--- config.mk ---
export PLATFORM = sky130hd
export DESIGN_NAME = window_reader
export DESIGN_NICKNAME = d
export VERILOG_FILES = /design/src/source/adc_readout_pkg.sv /design/src/source/window_reader.sv
export VERILOG_INCLUDE_DIRS = /design/src /design/src/include
export SDC_FILE = /design/constraint.sdc
export NUM_CORES = 1
export LEC_CHECK = 0
export BUFFER_PORTS_ARGS = -buffer_cell sky130_fd_sc_hd__buf_2
export CORE_AREA = 2 2 124 126
export CTS_CLUSTER_DIAMETER = 100
export CTS_CLUSTER_SIZE = 16
export DETAILED_ROUTE_END_ITERATION = 16
export DIE_AREA = 0 0 126 128
export PLACE_DENSITY = 0.62
export SYNTH_ARGS = -nofsm -noshare
export SYNTH_HDL_FRONTEND = slang
export SYNTH_SLANG_ARGS = --single-unit
--- constraint.sdc ---
create_clock -name CLK -period 3.3 [get_ports CLK]
set_input_delay 0.99 -clock CLK [delete_from_list [all_inputs] [get_ports CLK]]
set_output_delay 0.99 -clock CLK [all_outputs]
set_load 0.02 [all_outputs]
--- src/include/adc_readout_defs.svh ---
`ifndef ADC_READOUT_DEFS_SVH
`define ADC_READOUT_DEFS_SVH

// Number of ADC channels, one column of the frame per channel
`define ADC_CHANNELS 16

// Bits per ADC sample
`define ADC_SAMPLE_W 16

// Rows per frame, one row per conversion
`define ADC_ROWS 48

// Width of a row index, wide enough for ADC_ROWS
`define ADC_ROW_W 6

// Width of a column index, wide enough for ADC_CHANNELS
`define ADC_COL_W 4

// Output stream word width
`define ADC_WORD_W 32

// Credits the sender holds after reset.
// This matches the depth of the downstream FIFO.
`define ADC_OUT_CREDITS 4

`endif

--- src/source/adc_readout_pkg.sv ---
`include "adc_readout_defs.svh"

package adc_readout_pkg;

    // One captured conversion, channel 0 sits in the low bits
    typedef struct packed {
        logic [`ADC_CHANNELS-1:0][`ADC_SAMPLE_W-1:0] sample;
    } adc_row_t;

    // Readout window, inclusive on both ends
    typedef struct packed {
        logic [`ADC_ROW_W-1:0] row_start;
        logic [`ADC_ROW_W-1:0] row_end;
        logic [`ADC_COL_W-1:0] col_start;
        logic [`ADC_COL_W-1:0] col_end;
    } window_t;

    // Word type codes, same values as the channel type codes of the older readout
    typedef enum logic [1:0] {
        tag_header = 2'd1,
        tag_sample = 2'd2,
        tag_footer = 2'd3
    } word_tag_t;

    // Frame number takes whatever is left of a marker word after tag and window
    typedef logic [`ADC_WORD_W-2-$bits(window_t)-1:0] frame_num_t;

    typedef struct packed {
        word_tag_t                 tag;
        logic [`ADC_ROW_W-1:0]     row;
        logic [`ADC_COL_W-1:0]     col;
        logic [`ADC_SAMPLE_W-1:0]  sample;
        logic [`ADC_WORD_W-2-`ADC_ROW_W-`ADC_COL_W-`ADC_SAMPLE_W-1:0] zero;
    } sample_word_t;

    typedef struct packed {
        word_tag_t  tag;
        frame_num_t frame_num;
        window_t    window;
    } marker_word_t;

    // The tag in the top two bits tells which view applies
    typedef union packed {
        sample_word_t sample_w;
        marker_word_t marker_w;
    } out_word_u;

endpackage

--- src/source/window_reader.sv ---
`timescale 1ns/1ns
`include "adc_readout_defs.svh"

module window_reader (
    input  logic                       CLK,
    input  logic                       rst_n,
    input  logic                       frame_ready,
    input  logic                       ready_bank,
    input  adc_readout_pkg::window_t   window,
    input  logic                       take,
    input  adc_readout_pkg::adc_row_t  rd_data,
    output logic                       busy,
    output logic                       rd_bank,
    output logic [`ADC_ROW_W-1:0]      rd_row,
    output adc_readout_pkg::out_word_u next_word,
    output logic                       next_valid,
    output logic                       next_last
);
    import adc_readout_pkg::*;

    typedef enum logic [2:0] {
        st_idle,
        st_header,
        st_fetch,
        st_samples,
        st_footer
    } state_t;

    state_t                state;
    window_t               win;
    frame_num_t            frame_num;
    logic [`ADC_ROW_W-1:0] row;
    logic [`ADC_COL_W-1:0] col;
    logic                  empty_win;

    // A reversed range in either direction leaves nothing to send but the markers
    assign empty_win = (win.row_start > win.row_end) || (win.col_start > win.col_end);
    assign busy      = (state != st_idle);
    assign rd_row    = row;

    always_ff @(posedge CLK or negedge rst_n)
    begin
        if (!rst_n)
        begin
            state     <= st_idle;
            win       <= '0;
            frame_num <= '0;
            row       <= '0;
            col       <= '0;
            rd_bank   <= 1'b0;
        end
        else
        begin
            case (state)
                st_idle:
                begin
                    // Window is sampled here and held for the whole frame
                    if (frame_ready)
                    begin
                        win     <= window;
                        rd_bank <= ready_bank;
                        state   <= st_header;
                    end
                end
                st_header:
                begin
                    if (take)
                    begin
                        row   <= win.row_start;
                        col   <= win.col_start;
                        state <= empty_win ? st_footer : st_fetch;
                    end
                end
                st_fetch:
                begin
                    // One cycle for the buffer read to land
                    state <= st_samples;
                end
                st_samples:
                begin
                    if (take)
                    begin
                        if (col != win.col_end)
                        begin
                            col <= col + 1'b1;
                        end
                        else if (row != win.row_end)
                        begin
                            row   <= row + 1'b1;
                            col   <= win.col_start;
                            state <= st_fetch;
                        end
                        else
                        begin
                            state <= st_footer;
                        end
                    end
                end
                st_footer:
                begin
                    if (take)
                    begin
                        frame_num <= frame_num + 1'b1;
                        state     <= st_idle;
                    end
                end
                default:
                begin
                    state <= st_idle;
                end
            endcase
        end
    end

    // Word under construction, held steady until the credit port takes it
    always_comb
    begin
        next_word  = '0;
        next_valid = 1'b0;
        next_last  = 1'b0;
        case (state)
            st_header,
            st_footer:
            begin
                next_word.marker_w.tag       = (state == st_header) ? tag_header : tag_footer;
                next_word.marker_w.frame_num = frame_num;
                next_word.marker_w.window    = win;
                next_valid                   = 1'b1;
                next_last                    = (state == st_footer);
            end
            st_samples:
            begin
                next_word.sample_w.tag    = tag_sample;
                next_word.sample_w.row    = row;
                next_word.sample_w.col    = col;
                next_word.sample_w.sample = rd_data.sample[col];
                next_valid                = 1'b1;
            end
            default:
            begin
                next_valid = 1'b0;
            end
        endcase
    end

endmodule

==> results.md, run 1 <==
- Fillers: 1,495
- Num rows: 45
- Met1 WL: 8320 um
- Tmin final: 3.28 ns
- Final RePlAce weighted congestion: 0.921
- Hold Crit Depth: 1
- Final Max Slew Viols: 0
- Syn-to-layout area delta: 50.4%
- FFs w/ async S/R, synth: 100%
- Clk root buf: clkbuf_16
- Tot GR Track Use: 24.3%
- Yosys top cell by area: mux4_2
- Gr ovfl total: 0
- Post-DP HPWL: 17,300 um
- Tightest Pin Transition: 0.674 ns
- Maxcap violations: 0
- DRC: 0
- CTS tree: built
- RSZ-0062 raised after global routing: true
- IO buf count: 322
- Fmax: 305 MHz
- Sequential share of the synthesized area: 23.7%
- Remaining antenna violation count after routing: 0
- Status: finished, final reports clean
- Synth Net Count: 723
- Dominant cells by area after synthesis: mux4_2, dfrtp_1, mux2i_1
- Post-synth EDFFs: 0
- Clock latency at the later pin of the worst-skew pair: 0.29 ns
- Synth Cell Area: 4640 um^2
- Final worst slack: 0.0219 ns
- Max H-tree Level: 2
- Syn avg cell area: 10.8 um^2
- Setup crit end kind: primary output
- Layout cell share with drive strength beyond 1: 62.9%
- Nets: 1,042
- Syn Inst Count: 429
- Initial antenna violation count: 2
- Most common cell in the netlist: mux4_2
- Synth Flop Type: dfrtp_1
- Ys Warns: 0
- Synth top area share: 31.1%
- Peak VDD IR: 0.482 mV
- Register bit total from synthesis: 44
- Core Footprint: 14,900 um^2
- Ports: 323
- Starting density of the core: 31.2%
- Vias in the first global route: 5,237
- Hold Vio Cnt, Final: 0
- Die ar.: 16,100 um^2
- CTS Sinks: 44
- CP Class: in2out
- DRT Pass-1 Iters: 4
- Clk_skew: 0.00753 ns
- Leak: 3.34 nW
- Synth top cells by count: mux4_2, dfrtp_1, nand2_1
- First-pass GRT wire length: 29,800 um
- Crit Path Max Fanout: 1
- Wire length on met2: 10,200 um
- Setup_tns: 0 ns
- Worst path arrival time: 2.29 ns
- R2R depth: 6
- Hold WC Path Type: reg2reg
- Die span in x: 126 um
- DR iter-0 viols: 334
- Pin count of the biggest net entering global routing: 35
- Max layer used: met5
- Period utilization: 99.3%
- Total number of vias: 5,022
- Post-Route WL: 20,300 um
- Clock buffer depth: 2
- R2R Path End: state[2]
- Synth unique cells: 53
- Reg2reg setup slack: 0.93 ns
- Power Density: 862 nW/um^2
- Vias/cell: 5.35
- Crit path launch type: input port
- DR WL/cell: 21.6 um
- Slew headroom: 55.0%
- Hold buffer count at CTS: 0
- Clock Pin Slew Worst Setup and Hold Paths: 0.07 ns
- Cts bufs inserted: 5
- Place WS: -0.163 ns
- End of the critical path: next_word[11]
- Routed wl met3: 1440 um
- Worst Setup SP: rd_data[55]
- Die Height: 128 um
- Critical Path RT: 2.31 ns
- Setup violations, final: 0
- Worst r2r src: col[0]
metrics by stage:
stage               total power [mW]  hold WS (ns)  util [%]  cells  area (um^2)
floorplan                       3.86         0.445         -    429         4640
global placement                5.20         0.468      44.1    928         6560
detailed placement              5.22         0.474      44.1    928         6560
CTS                             5.94         0.483      45.9    937         6820
global route                    6.46         0.493      47.0    938         6980
finish                          6.02         0.480      47.0    938         6980
what timing repair did:
| action | 4_1_cts | 5_1_grt |
|---|---|---|
| resized for setup | 26 | 33 |
| pin swaps | 2 | 3 |
| hold endpoints to repair | 0 | 0 |
| cloned | 0 | 0 |
| buffers inserted | 3 | 0 |
| endpoints found under the setup margin | 13 | 16 |
flip-flops by register name, summed over array words and instances (netlist names):
name	count
rd_row	6
col	4
rd_bank	1
state	3
win	20
frame_num	10
power breakdown:
part / internal, mW / switching [mW] / total (mW)
logic: 2.06 / 2.25 / 4.31
clock network: 0.360 / 0.223 / 0.583
registers: 0.764 / 0.360 / 1.12
cell families (layout without fill, tap and decap cells):
kind of cell,count (synthesis),in the layout,share of synthesized area (%)
multiplexers,110,110,41.4
AO/OA/AOI/OAI,88,88,11.7
flip-flops,44,44,23.7
adder cells (fa/ha/maj),13,13,3.50
buffers and inverters,52,372,5.44
AND/OR/NAND/NOR,102,102,10.5
other,0,1,0
XOR/XNOR,20,20,3.77
layout by cell type (no fill, tap or decap), types with 4 or more instances in the layout:
master / instances
buf_4: 26
mux2i_2: 8
mux2_2: 11
ha_1: 13
a21oi_1: 17
mux4_2: 64
buf_12: 5
and3_1: 4
nor2_2: 7
nor2_1: 16
a21oi_2: 9
buf_6: 19
nand2_1: 38
o22ai_1: 5
a22o_1: 4
a31oi_1: 4
o21ai_0: 23
clkbuf_16: 5
mux2i_1: 23
buf_2: 299
inv_1: 15
nor3_1: 6
nand4_1: 6
xnor2_1: 17
o21ai_1: 6
dfrtp_1: 41
nand3_1: 9
final cells by class:
cell class | count | area [um^2] | share of cell area, %
diodes | 1 | 2.50 | 0.0358
clock buffers | 5 | 125 | 1.79
clock inverters | 3 | 46.3 | 0.663
inverters | 15 | 56.3 | 0.806
multi-input cells | 333 | 3400 | 48.8
flip-flops and latches | 44 | 1110 | 15.9
well taps | 188 | 235 | 3.37
repair buffers | 349 | 2010 | 28.7
per-layer routing:
layer / GRT usage (%) / up-vias
met1: 31.6 / 2477
li1: - / 2305
met2: 41.8 / 214
met5: 0 / -
met4: 4.91 / 2
met3: 5.38 / 24
critical path: stages:
cell     delay, ns
buf_6         0.09
mux4_2        0.47
mux2i_2       0.19
nor2_2        0.09
a21oi_2       0.17
o21ai_1       0.10
buf_4         0.17
worst min-delay path by stage:
stage                 start            to
3_3_place_gp   frame_num[9]  frame_num[9]
6_report       frame_num[9]  frame_num[9]
5_1_grt        frame_num[9]  frame_num[9]
2_1_floorplan  frame_num[9]  frame_num[9]
4_1_cts        frame_num[9]  frame_num[9]
3_5_place_dp   frame_num[9]  frame_num[9]
Note: power is estimated with default switching activity, not from simulation.
==> run 2, diff against run 1 <==
--- a/config.mk
+++ b/config.mk
@@ -13,6 +13,7 @@
 export DETAILED_ROUTE_END_ITERATION = 16
 export DIE_AREA = 0 0 126 128
 export PLACE_DENSITY = 0.62
+export SETUP_SLACK_MARGIN = 0.05
 export SYNTH_ARGS = -nofsm -noshare
 export SYNTH_HDL_FRONTEND = slang
 export SYNTH_SLANG_ARGS = --single-unit
==> run 2 against run 1 <==
  * The run now ends with negative setup slack left
  * Via count rose by 0.46%
  * First-iteration DRC count shrank 14%
  * Die area is the same
  * Critical path type unchanged
  * Largest power group unchanged
  * Highest routed layer unchanged
==> results.md, run 2 (synthesis gave the netlist of run 1 again) <==
- Hold buffer count at CTS: 0
- Combinational share of power: 71.7%
- Total number of vias: 5,045
- Initial antenna violation count: 2
- CTS Sinks: 44
- Final RePlAce weighted congestion: 0.921
- Final core utilization: 46.9%
- Clock network fraction of total power: 9.7%
- Crit path launch type: input port
- Net Sw Power: 2.84 mW
- Clock latency at the later pin of the worst-skew pair: 0.29 ns
- Sw Share: 47.0%
- RSZ-0062 raised after global routing: true
- Part of the power in registers: 18.6%
- Hold Vio Cnt, Final: 0
- Place WS: -0.163 ns
- Commonest non-fill, non-tap cell in the layout: buf_2
- CTS tree: built
- Final Max Slew Viols: 0
- Period utilization: 101%
- Max H-tree Level: 2
- Peak VDD IR: 0.484 mV
- Final worst slack: -0.0180 ns
- Pin count of the biggest net entering global routing: 35
- Vias in the first global route: 5,251
- Cells after DPL: 928
- Setup violations, final: 2
- Post-Route WL: 20,200 um
- Leak: 3.34 nW
- DRT Pass-1 Iters: 4
- Hold WC Path Type: reg2reg
- Ports: 323
- Final Instance Count excl. Fillers: 940
- Gr ovfl total: 0
- Clock Pin Slew Worst Setup and Hold Paths: 0.07 ns
- Post-DP HPWL: 17,300 um
- Cts bufs inserted: 5
- Num rows: 45
- Commonest non-fill, non-tap cells in the layout: buf_2, mux4_2, dfrtp_1
- Layout cell share with drive strength beyond 1: 63.1%
- Violated checks: negative setup slack
- First-pass GRT wire length: 29,800 um
- Crit Path Max Fanout: 1
- Slew headroom: 56.4%
- Clk root buf: clkbuf_16
- Nets: 1,044
- Sequential Area: 1110 um^2
- Multi-input gate area: 3410 um^2
- Tmin final: 3.32 ns
- IO buf count: 322
- DR WL/cell: 21.5 um
- Clk_skew: 0.00608 ns
- Number of flip-flops in the largest register: 20
- Starting density of the core: 31.2%
- Worst path arrival time: 2.33 ns
- Vias/cell: 5.37
- Die Height: 128 um
- Syn-to-layout area delta: 50.3%
- Die ar.: 16,100 um^2
- CP Class: in2out
- Setup crit end kind: primary output
- Maxcap violations: 0
- Tot GR Track Use: 24.3%
- Worst hold slack: 0.480 ns
- Fillers: 1,495
- Internal Power: 3.20 mW
- DR iter-0 viols: 286
- Power Density: 866 nW/um^2
- DRC: 0
- Tightest Pin Transition: 0.652 ns
- Core Footprint: 14,900 um^2
- Critical Path RT: 2.31 ns
- Reg with most FFs: win
- Clock buffer depth: 2
- Status: finished with violations
- Die span in x: 126 um
- Remaining antenna violation count after routing: 0
- Fmax: 301 MHz
[run 2: cell types whose count changed in the layout (fill, tap and decap cells not counted)]
| cell | before | now |
|---|---|---|
| nor2_1 | 16 | 15 |
| o21ai_2 | 1 | 2 |
| o21ai_0 | 23 | 26 |
| nor2_2 | 7 | 8 |
| a21oi_2 | 9 | 8 |
| buf_6 | 19 | 16 |
| buf_2 | 299 | 304 |
| o21ai_1 | 6 | 2 |
| a21oi_1 | 17 | 18 |
[run 2: timing repair]
item | 4_1_cts | 5_1_grt
pin swaps | 2 | 3
gates resized for setup | 28 | 25
cloned | 0 | 0
setup buffers | 3 | 0
setup endpoints to repair | 16 | 16
[run 2: worst paths after layout]
path | startpoint | to | slack [ns] | depth (start not counted)
max | rd_data[55] | next_word[11] | -0.02 | 8
min | frame_num[9] | frame_num[9] | 0.48 | 1
max reg2reg | col[0] | state[2] | 0.94 | 6
min reg2reg | frame_num[9] | frame_num[9] | 0.48 | 1
max in group asynchronous | rst_n | frame_num[0] | 1.99 | 2
min in group asynchronous | rst_n | win[3] | 0.57 | 1
[run 2: critical path: stages]
cell     delay, ns
buf_6         0.10
mux4_2        0.47
mux2i_2       0.19
nor2_2        0.08
a21oi_2       0.16
buf_4         0.14
o21ai_2       0.05
buf_6         0.14
[run 2: routing by layer]
layer  part of all wire [%]  wire length, um  vias up  global-route usage, %
met1                     42             8440     2504                   31.5
met3                    6.7             1360       21                   5.63
li1                       -                -     2308                      -
met4                    1.3              264        2                   5.04
met2                     50            10100      210                   41.7
met5                  0.064               13        -                      0
[run 2: cell type report]
type,instances,area share (%)
clock buffer,5,1.79
multi-input combinational,333,48.8
antenna,1,0.0359
inverter,15,0.807
clock inverter,3,0.664
timing repair buffer,351,28.6
tap,188,3.37
sequential,44,15.9
[run 2: power by group through the flow]
stage	clock [mW]	sequential, mW	combinational [mW]
6_report	0.586	1.12	4.33
5_1_grt	0.613	1.16	4.71
4_1_cts	0.591	1.11	4.28
3_5_place_dp	0	1.12	4.10
3_3_place_gp	0	1.12	4.08
2_1_floorplan	0	0.987	2.87
[run 2: per-stage QoR]
step	setup TNS [ns]	cell area [um^2]	power [mW]
detailed placement	-0.818	6560	5.22
floorplan	0	4640	3.86
global placement	-0.859	6560	5.20
global route	-0.472	6980	6.48
finish	-0.0277	6980	6.04
CTS	-0.155	6850	5.98
==> run 3, diff against run 2 <==
--- a/config.mk
+++ b/config.mk
@@ -6,13 +6,14 @@
 export SDC_FILE = /design/constraint.sdc
 export NUM_CORES = 1
 export LEC_CHECK = 0
+export ABC_CLOCK_PERIOD_IN_PS = 3300
 export BUFFER_PORTS_ARGS = -buffer_cell sky130_fd_sc_hd__buf_2
 export CORE_AREA = 2 2 124 126
 export CTS_CLUSTER_DIAMETER = 100
 export CTS_CLUSTER_SIZE = 16
 export DETAILED_ROUTE_END_ITERATION = 16
 export DIE_AREA = 0 0 126 128
-export PLACE_DENSITY = 0.62
+export PLACE_DENSITY = 0.74
 export SETUP_SLACK_MARGIN = 0.05
 export SYNTH_ARGS = -nofsm -noshare
 export SYNTH_HDL_FRONTEND = slang
==> run 3 against run 2 <==
  * The flow still finishes with violations (negative setup slack)
  * Hold slack better by 0.0075 ns
  * Sequential power about the same
  * Global-route usage down 0.53 points
  * Clock power down 13%
==> results.md, run 3 (synthesis gave the netlist of run 1 again) <==
- Status: finished with violations
- Violated checks: negative setup slack
- Slew headroom: 48.0%
- Final core utilization: 46.5%
- Core Footprint: 14,900 um^2
- DR WL/cell: 21.5 um
- Worst hold slack: 0.488 ns
- Cts bufs inserted: 5
- DR iter-0 viols: 323
- Clock Pin Slew Worst Setup and Hold Paths: 0.06 ns
- Clock buffer depth: 2
- Clk root buf: clkbuf_16
- Final RePlAce weighted congestion: 0.878
- Leak: 3.29 nW
- Starting density of the core: 31.2%
- Crit path launch type: input port
- Worst path arrival time: 2.35 ns
- CTS Sinks: 44
- Max H-tree Level: 2
- Sw Share: 48.0%
- Setup bufs post-CTS: 0
- Post-Route WL: 20,000 um
- Die ar.: 16,100 um^2
- Net Sw Power: 2.86 mW
- Syn-to-layout area delta: 48.8%
- Vias in the first global route: 5,216
- Hold WC Path Type: reg2reg
- Commonest non-fill, non-tap cell in the layout: buf_2
- Combinational share of power: 72.3%
- Initial antenna violation count: 8
- Hold Vio Cnt, Final: 0
- Fmax: 300 MHz
- CTS tree: built
- Tmin final: 3.34 ns
- Die span in x: 126 um
- Vias/cell: 5.48
- Critical Path RT: 2.31 ns
- Part of the power in registers: 19.2%
- Power Density: 864 nW/um^2
- Setup violations, final: 3
- IO buf count: 322
- Number of flip-flops in the largest register: 20
- Post-DP HPWL: 16,900 um
- Reg with most FFs: win
- Commonest non-fill, non-tap cells in the layout: buf_2, mux4_2, dfrtp_1
- Period utilization: 101%
- Final Max Slew Viols: 0
- Sequential Area: 1110 um^2
- Gr ovfl total: 0
- Clk_skew: 0.00367 ns
- Cells after DPL: 923
- Tot GR Track Use: 23.8%
- Clock latency at the later pin of the worst-skew pair: 0.28 ns
- Tightest Pin Transition: 0.778 ns
- Internal Power: 3.11 mW
- CP Class: in2out
- Clock network fraction of total power: 8.5%
- Multi-input gate area: 3430 um^2
- Nets: 1,035
- DRT Pass-1 Iters: 5
- Fillers: 1,465
- Crit Path Max Fanout: 1
- Total number of vias: 5,121
- Final Instance Area: 6910 um^2
- First-pass GRT wire length: 29,400 um
- RSZ-0062 raised after global routing: true
- Layout cell share with drive strength beyond 1: 63.1%
- Ports: 323
- Final worst slack: -0.0374 ns
- Pin count of the biggest net entering global routing: 34
- Setup crit end kind: primary output
- Peak VDD IR: 0.347 mV
- Maxcap violations: 0
- Final Instance Count excl. Fillers: 934
- Die Height: 128 um
- Num rows: 45
- Dpl cell area: 6510 um^2
- Remaining antenna violation count after routing: 0
- DRC: 0
- Setup_tns: -0.0819 ns
[run 3: power groups by stage]
stage	sequential (mW)	clock, mW	combinational [mW]
after floorplan	0.987	0	2.87
after global routing	1.18	0.532	4.68
after detailed placement	1.12	0	4.07
final	1.15	0.510	4.32
after CTS	1.13	0.514	4.29
after global placement	1.11	0	4.01
[run 3: stage by stage]
| stage | setup slack [ns] | power [mW] |
|---|---|---|
| 5_1_grt | -0.0678 | 6.39 |
| 6_report | -0.0374 | 5.97 |
| 4_1_cts | -0.0570 | 5.93 |
| 2_1_floorplan | 0.361 | 3.86 |
| 3_3_place_gp | -0.225 | 5.12 |
| 3_5_place_dp | -0.252 | 5.19 |
[run 3: path summary, 6_finish.rpt]
kind                                    from            end  slack (ns)  cells after the start
max in group asynchronous              rst_n   frame_num[3]        2.00                      2
worst max-delay path             rd_data[54]  next_word[10]       -0.04                      7
worst min register to register  frame_num[9]   frame_num[9]        0.49                      1
worst max register to register        col[2]       state[2]        0.74                      5
min in group asynchronous              rst_n         win[2]        0.58                      1
worst min-delay path            frame_num[9]   frame_num[9]        0.49                      1
[run 3: final cells by class]
type                            count  area share (%)
Timing Repair Buffer              342            27.7
Clock inverter                      2           0.217
Clock buffer                        6            2.01
Tap cell                          188            3.40
Inverter                           15           0.815
Antenna cell                        4           0.145
Sequential cell                    44            16.0
Multi-Input combinational cell    333            49.7
[run 3: worst max-delay path, cell delays in order]
cell and delay (ns):
buf_2 0.10, mux4_2 0.50, mux2i_4 0.20, nor2_2 0.07
a21oi_2 0.16, o21ai_0 0.12, buf_2 0.20
[run 3: metal layers]
metal,part of all wire (%),GRT usage (%)
met3,7.1,5.18
met4,1.8,5.56
met1,39,29.9
met2,51,41.9
met5,0.22,0
[run 3: repair_timing]
action / CTS / global route
hold buffers: 0 / 0
endpoints found under the hold margin: 0 / 0
gates resized for setup: 42 / 17
endpoints found under the setup margin: 15 / 16
cloned: 0 / 0
pin swaps: 1 / 3
